## src/dcache_cfg_pkg.sv

```systemverilog
// cache geometry constants and the vector types for addresses, tags, words and lines
`default_nettype none

package dcache_cfg_pkg;

  // ----------------------------------------
  // geometry
  // ----------------------------------------
  // byte address seen by the core and the bus
  localparam int ADDR_W         = 32;
  localparam int WORD_W         = 64;
  localparam int LINE_W         = 128;
  // two ways, one victim pointer bit per set
  localparam int NUM_WAYS       = 2;
  localparam int NUM_SETS       = 16;
  // address split is tag | set | offset
  localparam int OFFSET_W       = 4;
  localparam int SET_W          = 4;
  localparam int TAG_W          = 24;
  localparam int WORDS_PER_LINE = 2;
  // byte enables per word
  localparam int BE_W           = 8;

  // ----------------------------------------
  // vector types
  // ----------------------------------------
  typedef logic [ADDR_W-1:0]      addr_t;
  typedef logic [TAG_W-1:0]       tag_t;
  typedef logic [SET_W-1:0]       set_idx_t;
  typedef logic [WORD_W-1:0]      word_t;
  typedef logic [LINE_W-1:0]      line_t;
  typedef logic [BE_W-1:0]        be_t;
  // one enable per byte of a whole line
  typedef logic [LINE_W/8-1:0]    line_be_t;
  // one bit per way, one-hot or zero
  typedef logic [NUM_WAYS-1:0]    way_vec_t;

endpackage

`default_nettype wire

```

## src/dcache_bus_pkg.sv

```systemverilog
// packed structs for the core port, the wishbone port and the array command and results
`default_nettype none

package dcache_bus_pkg;

  // ----------------------------------------
  // core side
  // ----------------------------------------
  // fields held stable by the core until gnt
  typedef struct packed {
    logic                  req;
    logic                  we;
    dcache_cfg_pkg::addr_t addr;
    dcache_cfg_pkg::be_t   be;
    dcache_cfg_pkg::word_t wdata;
  } core_req_t;

  typedef struct packed {
    logic                  gnt;
    // rvalid pulses once per load
    logic                  rvalid;
    dcache_cfg_pkg::word_t rdata;
  } core_rsp_t;

  // ----------------------------------------
  // wishbone classic master
  // ----------------------------------------
  typedef struct packed {
    logic                  cyc;
    logic                  stb;
    logic                  we;
    dcache_cfg_pkg::addr_t adr;
    dcache_cfg_pkg::be_t   sel;
    dcache_cfg_pkg::word_t dat;
  } wb_req_t;

  typedef struct packed {
    logic                  ack;
    dcache_cfg_pkg::word_t dat;
  } wb_rsp_t;

  // command from the controller to tag and data store
  typedef struct packed {
    logic                     rd;
    dcache_cfg_pkg::set_idx_t set;
    dcache_cfg_pkg::way_vec_t wr_way;
    dcache_cfg_pkg::tag_t     tag;
    logic                     valid;
    logic                     dirty;
    dcache_cfg_pkg::line_t    wline;
    dcache_cfg_pkg::line_be_t wbe;
  } arr_req_t;

  // lookup result, one cycle after rd
  typedef struct packed {
    dcache_cfg_pkg::way_vec_t hit_way;
    dcache_cfg_pkg::way_vec_t victim_way;
    logic                     victim_valid;
    logic                     victim_dirty;
    dcache_cfg_pkg::tag_t     victim_tag;
  } tag_rsp_t;

endpackage

`default_nettype wire

```

## src/dcache_ctrl.sv

```systemverilog
// request FSM, line buffer for refill and write-back, wishbone master and array command
`timescale 1ns/1ns
`default_nettype none

module dcache_ctrl (
  input  logic                      clk_i,
  input  logic                      rst_ni,
  input  logic                      bypass_i,
  output logic                      busy_o,
  input  dcache_bus_pkg::core_req_t core_req_i,
  output dcache_bus_pkg::core_rsp_t core_rsp_o,
  output dcache_bus_pkg::wb_req_t   wb_req_o,
  input  dcache_bus_pkg::wb_rsp_t   wb_rsp_i,
  output dcache_bus_pkg::arr_req_t  arr_req_o,
  input  dcache_bus_pkg::tag_rsp_t  tag_rsp_i,
  input  dcache_cfg_pkg::word_t     rdata_hit_i,
  input  dcache_cfg_pkg::line_t     merged_line_i,
  input  dcache_cfg_pkg::line_be_t  merged_be_i,
  input  dcache_cfg_pkg::line_t     victim_line_i,
  output logic                      req_word_o,
  output dcache_cfg_pkg::be_t       req_be_o,
  output dcache_cfg_pkg::word_t     req_wdata_o
);
  import dcache_cfg_pkg::*;
  import dcache_bus_pkg::*;

  typedef enum logic [2:0] {
    IDLE,
    LOOKUP,
    STORE_WRITE,
    EVICT_WB,
    REFILL_RD,
    REFILL_WRITE,
    BYPASS_BEAT
  } state_e;

  state_e    state_d, state_q;
  core_req_t req_d, req_q;
  way_vec_t  way_d, way_q;
  tag_t      vtag_d, vtag_q;
  line_t     buf_d, buf_q;
  logic [$clog2(WORDS_PER_LINE)-1:0] beat_d, beat_q;
  // forces cyc low for one cycle after each ack
  logic      gap_d, gap_q;
  logic      wb_busy;
  logic      wb_done;
  logic      last_beat;
  tag_t      req_tag;
  set_idx_t  req_set;

  assign req_tag     = req_q.addr[ADDR_W-1 -: TAG_W];
  assign req_set     = req_q.addr[OFFSET_W +: SET_W];
  assign req_word_o  = req_q.addr[OFFSET_W-1];
  assign req_be_o    = req_q.be;
  assign req_wdata_o = req_q.wdata;
  assign busy_o      = (state_q != IDLE);
  assign last_beat   = (beat_q == WORDS_PER_LINE - 1);
  assign wb_busy     = (state_q inside {EVICT_WB, REFILL_RD, BYPASS_BEAT}) && !gap_q;
  assign wb_done     = wb_busy && wb_rsp_i.ack;

  // ----------------------------------------
  // wishbone beat
  // ----------------------------------------
  always_comb begin
    wb_req_o.cyc = wb_busy;
    wb_req_o.stb = wb_busy;
    wb_req_o.we  = (state_q == EVICT_WB) || ((state_q == BYPASS_BEAT) && req_q.we);
    wb_req_o.sel = (state_q == BYPASS_BEAT) ? req_q.be : '1;
    wb_req_o.dat = (state_q == BYPASS_BEAT) ? req_q.wdata : buf_q[WORD_W*beat_q +: WORD_W];
    // line beats are word aligned, word 0 first
    case (state_q)
      EVICT_WB:  wb_req_o.adr = {vtag_q, req_set, beat_q, 3'b000};
      REFILL_RD: wb_req_o.adr = {req_tag, req_set, beat_q, 3'b000};
      default:   wb_req_o.adr = {req_q.addr[ADDR_W-1:3], 3'b000};
    endcase
  end

  // ----------------------------------------
  // request FSM
  // ----------------------------------------
  always_comb begin
    state_d       = state_q;
    req_d         = req_q;
    way_d         = way_q;
    vtag_d        = vtag_q;
    buf_d         = buf_q;
    beat_d        = beat_q;
    gap_d         = wb_done;
    core_rsp_o    = '0;
    arr_req_o     = '0;
    arr_req_o.set = req_set;
    arr_req_o.tag = req_tag;
    case (state_q)
      IDLE: begin
        if (core_req_i.req) begin
          req_d          = core_req_i;
          // loads are granted on acceptance, stores when written
          core_rsp_o.gnt = !core_req_i.we;
          if (bypass_i) begin
            state_d = BYPASS_BEAT;
          end else begin
            arr_req_o.rd  = 1'b1;
            arr_req_o.set = core_req_i.addr[OFFSET_W +: SET_W];
            arr_req_o.tag = core_req_i.addr[ADDR_W-1 -: TAG_W];
            state_d       = LOOKUP;
          end
        end
      end
      LOOKUP: begin
        if (|tag_rsp_i.hit_way) begin
          way_d = tag_rsp_i.hit_way;
          if (req_q.we) begin
            state_d = STORE_WRITE;
          end else begin
            core_rsp_o.rvalid = 1'b1;
            core_rsp_o.rdata  = rdata_hit_i;
            state_d           = IDLE;
            // overlap the next load with this answer
            if (core_req_i.req && !core_req_i.we && !bypass_i) begin
              core_rsp_o.gnt = 1'b1;
              req_d          = core_req_i;
              arr_req_o.rd   = 1'b1;
              arr_req_o.set  = core_req_i.addr[OFFSET_W +: SET_W];
              arr_req_o.tag  = core_req_i.addr[ADDR_W-1 -: TAG_W];
              state_d        = LOOKUP;
            end
          end
        end else begin
          // miss, keep the victim for write-back
          way_d   = tag_rsp_i.victim_way;
          vtag_d  = tag_rsp_i.victim_tag;
          buf_d   = victim_line_i;
          beat_d  = '0;
          state_d = (tag_rsp_i.victim_valid && tag_rsp_i.victim_dirty) ? EVICT_WB : REFILL_RD;
        end
      end
      STORE_WRITE: begin
        arr_req_o.wr_way = way_q;
        arr_req_o.valid  = 1'b1;
        arr_req_o.dirty  = 1'b1;
        arr_req_o.wline  = merged_line_i;
        arr_req_o.wbe    = merged_be_i;
        core_rsp_o.gnt   = 1'b1;
        state_d          = IDLE;
      end
      EVICT_WB: begin
        if (wb_done) begin
          beat_d = beat_q + 1'b1;
          if (last_beat) begin
            state_d = REFILL_RD;
          end
        end
      end
      REFILL_RD: begin
        if (wb_done) begin
          buf_d[WORD_W*beat_q +: WORD_W] = wb_rsp_i.dat;
          beat_d = beat_q + 1'b1;
          if (last_beat) begin
            state_d = REFILL_WRITE;
          end
        end
      end
      REFILL_WRITE: begin
        // install the clean line and look it up again
        arr_req_o.wr_way = way_q;
        arr_req_o.valid  = 1'b1;
        arr_req_o.wline  = buf_q;
        arr_req_o.wbe    = '1;
        arr_req_o.rd     = 1'b1;
        state_d          = LOOKUP;
      end
      BYPASS_BEAT: begin
        if (wb_done) begin
          core_rsp_o.rvalid = !req_q.we;
          core_rsp_o.gnt    = req_q.we;
          core_rsp_o.rdata  = wb_rsp_i.dat;
          state_d           = IDLE;
        end
      end
      default: state_d = IDLE;
    endcase
  end

  always_ff @(posedge clk_i or negedge rst_ni) begin
    if (!rst_ni) begin
      state_q <= IDLE;
      beat_q  <= '0;
      gap_q   <= 1'b0;
    end else begin
      state_q <= state_d;
      beat_q  <= beat_d;
      gap_q   <= gap_d;
    end
  end

  // held request, victim and line buffer
  always_ff @(posedge clk_i) begin
    req_q  <= req_d;
    way_q  <= way_d;
    vtag_q <= vtag_d;
    buf_q  <= buf_d;
  end

  a_stb_cyc : assert property (@(posedge clk_i) disable iff (!rst_ni)
    wb_req_o.stb |-> wb_req_o.cyc);
  // a beat waiting for ack keeps its address
  a_beat_hold : assert property (@(posedge clk_i) disable iff (!rst_ni)
    wb_req_o.stb && !wb_rsp_i.ack |=> wb_req_o.stb && $stable(wb_req_o.adr));
  a_wr_way : assert property (@(posedge clk_i) disable iff (!rst_ni)
    $onehot0(arr_req_o.wr_way));

endmodule

`default_nettype wire

```

## config.mk

```make
export PLATFORM = sky130hd
export DESIGN_NAME = dcache_ctrl
export DESIGN_NICKNAME = d
export VERILOG_FILES = /design/src/dcache_cfg_pkg.sv /design/src/dcache_bus_pkg.sv /design/src/dcache_ctrl.sv
export SDC_FILE = /design/constraint.sdc
export NUM_CORES = 1
export LEC_CHECK = 0
export ABC_CLOCK_PERIOD_IN_PS = 8850
export BUFFER_PORTS_ARGS = -buffer_cell sky130_fd_sc_hd__buf_4
export CAP_MARGIN = 25
export CORE_AREA = 2 2 370 372
export CTS_BUF_LIST = sky130_fd_sc_hd__clkbuf_8
export DETAILED_ROUTE_END_ITERATION = 8
export DIE_AREA = 0 0 372 374
export GPL_ROUTABILITY_DRIVEN = 0
export HOLD_SLACK_MARGIN = 0.12
export PLACE_DENSITY_LB_ADDON = 0.25
export SKIP_CTS_REPAIR_TIMING = 1
export SYNTH_ARGS = -nofsm -noshare
export SYNTH_HDL_FRONTEND = slang
export SYNTH_SLANG_ARGS = --single-unit
```

## constraint.sdc

```tcl
create_clock -name clk_i -period 8.85 [get_ports clk_i]
set_clock_uncertainty 0.05 [all_clocks]
set_input_delay 0.4425 -clock clk_i [delete_from_list [all_inputs] [get_ports clk_i]]
set_output_delay 0.4425 -clock clk_i [all_outputs]
set_load 0.02 [all_outputs]
```

== Word-level counts from Yosys, hierarchy flattened ==
Cells that the tools add are included.
Operators by class
  add/subtract/negate cells: 2
  equal/unequal tests: 17
  shift operators: 3
  mux-type cells: 52
  bitwise gates (word level): 1
  reductions and logical operators: 26
Operators by type and width (number)
  105-bit two-way mux: 4
  144-bit one-hot mux with 2 select lines: 1
  128-bit two-way mux: 2
  128-bit one-hot mux with 2 select lines: 1
  105-bit one-hot mux with 2 select lines: 1
  66-bit two-way mux: 3
  65-bit one-hot mux with 2 select lines: 1
  128-bit bitwise mux: 1
  64-bit by 34-bit variable shift with 128-bit output, first input constant: 1
  128-bit by 8-bit variable part select with 64-bit output: 1
  64-bit by 34-bit variable part select with 128-bit output: 1
  24-bit two-way mux: 5
  64-bit two-way mux: 1
  32-bit one-hot mux with 2 select lines: 1
  24-bit one-hot mux with 2 select lines: 1
  7-bit negator with 34-bit output: 1
  3-bit two-way mux: 9
  5-bit two-way mux: 5
  2-bit != test, second input constant: 10
  3-bit one-hot mux with 6 select lines: 1
  3-bit equality test, second input constant: 3
  3-bit AND reduction: 3
  8-bit two-way mux: 1
  4-bit one-hot mux with 2 select lines: 1
  other kinds (20): 42
Storage, ports and cells
  flip-flop bits (word level): 264
  input bits: 540
  output and inout port bits: 424
  word-level logic and storage cells: 111

== Longest topological paths before layout ==
  depth after elaboration: 7
  mapped depth: 7
  depth with buffers taken out: 5

== Least setup slack after synthesis ==
OpenSTA, ideal clock, no wires.
  kind: flip-flop to flip-flop
  from: reg state_q[1]
  to: reg req_q (netlist bit req_be_o[0]) (enable)
  setup time: 0.594 ns
  arrival time: 5.999 ns
  data required time: 8.206 ns
  slack: 2.207 ns
  stages on the path, launching flop included: 6
  buffers on the path: 1
  period minus slack after synthesis: 6.643 ns
  path through: dfrtp_1 or3b_1 buf_2 inv_1 o21ai_1 a21oi_1
Between the ends
  word-level cells in the longest chain between the ends: 3
  elaborated cells on any way between the ends: 8
  classes of those cells: eq/ne (5); reduce/logical (3)
Ends and longest elaborated chain
  start, declared: RTL line dcache_ctrl.sv:37  | state_e state_d, state_q;
  start signal, assigned: RTL line dcache_ctrl.sv:190  | state_q <= state_d;
  3-bit by 1-bit equality test with 1-bit output / 3-bit zero test (equally long branches): RTL line dcache_ctrl.sv:93  | case (state_q)
  2-bit != test (no line) / 2-bit nonzero test (equally long branches)
  5-bit AND reduction (no line) *
  end signal, assigned: RTL line dcache_ctrl.sv:198  | req_q <= req_d;
  end, declared: RTL line dcache_ctrl.sv:38  | core_req_t req_d, req_q;
Every way passes the cells marked *; elsewhere a longest branch is shown, timed or not.
A chain may end at the register's enable or synchronous reset.

==> impl_metrics.env <==
export IMPL_finalSetupViolations=0
export IMPL_endpoint="arr_req_o[42]"
export IMPL_path_class="reg -> out"
export IMPL_cts_tree="yes"
export IMPL_place_hpwl_mm=80.7
export IMPL_arrival_ps=3850
export IMPL_wirelength_mm=105
export IMPL_die_w_um=372
export IMPL_synth_cell_types=45
export IMPL_grt_pass1_vias=15500
export IMPL_maxCapViolCount=0
export IMPL_finalHoldViolCount=0
export IMPL_fin_setup_tns_ps=0
export IMPL_yosysSeqAreaShare=0.503
export IMPL_layout_drive_gt1_share=0.408
export IMPL_grt_pass1_wl_mm=134
export IMPL_cp_startpoint="state_q[2]$_DFFE_PN0P_"
export IMPL_required_ps=8360
export IMPL_routedWlPerCell_um=23.2
export IMPL_end_kind="output pin"
export IMPL_dieArea_um2=139000
export IMPL_dr_first_iter_drc_count=791
export IMPL_synth_warnings=0
export IMPL_yosysTopAreaCellShare=0.495
export IMPL_synth_largest_area_cell="edfxtp_1"
export IMPL_firstDrtPassIters=5
export IMPL_async_reset_ff_frac=0.0192
export IMPL_period_share=0.490
export IMPL_powerDensity_nw_per_um2=283
export IMPL_max_freq_mhz=231
export IMPL_drc_errors=0
export IMPL_path_clk_slew_ps=60
export IMPL_reg2reg_setup_slack_ps=5330
export IMPL_pin_count=964
export IMPL_max_slew_margin_rel=0.330
export IMPL_clockBufferDepth=3
export IMPL_syn_inst=1503
export IMPL_r2r_cells=6
export IMPL_nets=3254
export IMPL_reg2reg_from="state_q[1]$_DFFE_PN0P_"
export IMPL_outcome="finished clean"
export IMPL_vias=17000
export IMPL_clk_insertion_delay_late_ps=730
export IMPL_syn_to_final_growth_pct=87.5
export IMPL_rows=135
export IMPL_grt_overflow=0
export IMPL_worst_pin_slew_ps=1000
export IMPL_avgSynthCellArea_um2=10.3
export IMPL_synth_area_leaders="edfxtp_1 (50%), a22o_1 (11%), nand2_1 (6.4%)"
export IMPL_initial_core_util=0.115
export IMPL_cts_max_level=2
export IMPL_root_buffer="clkbuf_8"
export IMPL_fillCellCount=14900
export IMPL_rsz0062_at_grt="false"
export IMPL_netlist_area_um2=15500
export IMPL_vias_per_cell=3.74
export IMPL_synth_flop_cell="edfxtp_1"
export IMPL_grt_max_degree=127
export IMPL_cts_sinks=261
export IMPL_maxSlewViolCount=0
export IMPL_port_buffers=957
export IMPL_cts_buffers=57
export IMPL_synth_edff_count=256
export IMPL_synth_seq_cells=261
export IMPL_r2r_end="buf_q[96]$_DFFE_PP_"
export IMPL_grt_usage=0.141
export IMPL_core_area_um2=135000
export IMPL_utilization=0.216
export IMPL_drt_antenna_violating_nets=0
export IMPL_critPathLaunchType="flip-flop"
export IMPL_die_h_um=374
export IMPL_critPathMaxFanout=66
export IMPL_leakage_nw=12.5
export IMPL_min_period_ps=4340
export IMPL_ir_drop_mv=0.176
export IMPL_antenna_found_initial=26
export IMPL_hold_path_class="in -> reg"
## synthesized netlist by cell type, types with 2 or more instances
master,instances
and2_1,4
mux2_2,45
edfxtp_1,256
a22o_1,192
o21ai_0,134
nand3_1,64
buf_2,19
buf_1,12
nor2b_1,104
o31ai_1,2
nor3_1,3
a21oi_1,8
a2bb2oi_1,2
dfrtp_1,5
nand2_1,266
inv_1,5
buf_4,82
clkbuf_1,98
nor2_1,13
nand3b_1,2
mux2i_1,64
a21o_1,17
mux2_4,9
nand2b_1,76
## worst max-delay path, cell delays in order, from the launching register on
cell and delay (ps):
dfrtp_1 560, nand2b_1 280, nor2_4 760, buf_4 790, a22o_1 450, buf_4 210
## where the power goes
group | internal, mW | total, mW | leakage [nW] | switching [mW]
registers | 1.84 | 2.13 | 2.43 | 0.289
clock network | 0.788 | 1.48 | 0.665 | 0.694
logic | 1.91 | 4.63 | 9.41 | 2.72
total | 4.54 | 8.24 | 12.5 | 3.70
## layout make-up
type / instances / area, um2 / share of cell area
multi-input combinational: 1026 / 6620 / 0.227
sequential: 261 / 7820 / 0.269
inverter: 5 / 18.8 / 0.000645
clock buffer: 57 / 785 / 0.0270
timing repair buffer: 1363 / 11200 / 0.385
clock inverter: 51 / 403 / 0.0138
tap: 1781 / 2230 / 0.0766
antenna: 7 / 17.5 / 0.000602
## worst min path at each step
stage                             from                endpoint  slack (ps)  cells after the start
after floorplan                 rst_ni      beat_q$_DFFE_PN0P_         100                      0
after global placement          rst_ni  state_q[1]$_DFFE_PN0P_         200                      1
after detailed placement        rst_ni  state_q[1]$_DFFE_PN0P_         200                      1
after CTS                       rst_ni      beat_q$_DFFE_PN0P_        -670                      1
after global routing      wb_rsp_i[45]     buf_q[45]$_DFFE_PP_         100                      3
final                     wb_rsp_i[17]     buf_q[17]$_DFFE_PP_         120                      3
## flip-flops by register name, summed over array words and instances, names as in the netlist
signal       count
beat_q           1
buf_q          128
gap_q            1
req_be_o         8
req_q           29
req_wdata_o     64
req_word_o       1
state_q          3
vtag_q          24
way_q            2
## cell usage in the layout (no fill, tap or decap), types with 3 or more instances in the layout
cell type / count
clkbuf_8: 57
mux2_4: 9
buf_4: 978
mux2i_1: 64
edfxtp_1: 256
o21ai_0: 134
dlygate4sd3_1: 383
clkinv_2: 10
nand2_1: 265
diode_2: 7
mux2_2: 45
clkinv_1: 17
a21o_1: 17
nor2b_1: 104
nand3_1: 64
a21oi_1: 5
bufinv_16: 6
dfrtp_1: 4
a22o_1: 192
nor2_1: 11
conb_1: 3
inv_1: 20
nor2_4: 3
a21oi_4: 3
nand2b_1: 76
## stage by stage
stage          hold WS [ps]  instance area (um2)  total power [mW]  setup WS (ps)  instances
3_5_place_dp            202                24100              6.48           5240       4053
5_1_grt                 104                29100              8.70           4340       4545
4_1_cts                -674                25300              8.03           4370       4161
2_1_floorplan          96.9                15500              4.50           2210       1505
3_3_place_gp            202                24100              6.49           5260       4053
6_report                117                29100              8.24           4510       4551
## metal layers
layer  part of all wire  up-vias  global-route usage
met5            0.00077        -                   0
met4              0.034       12              0.0460
met3              0.076      155              0.0402
met2               0.47      757               0.235
met1               0.42     8302               0.172
li1                   -     7815                   -
## logic make-up (layout without fill, tap and decap cells)
family / count (synthesis) / count (layout) / synth area share
and+or+nand+nor: 540 / 540 / 0.168
muxes: 118 / 118 / 0.0826
DFF: 261 / 261 / 0.503
other: 1 / 10 / 0.000242
buffers and inverters: 218 / 1476 / 0.0756
AOI/OAI and AO/OA: 365 / 365 / 0.170
Power figures use the tool's default switching activity.
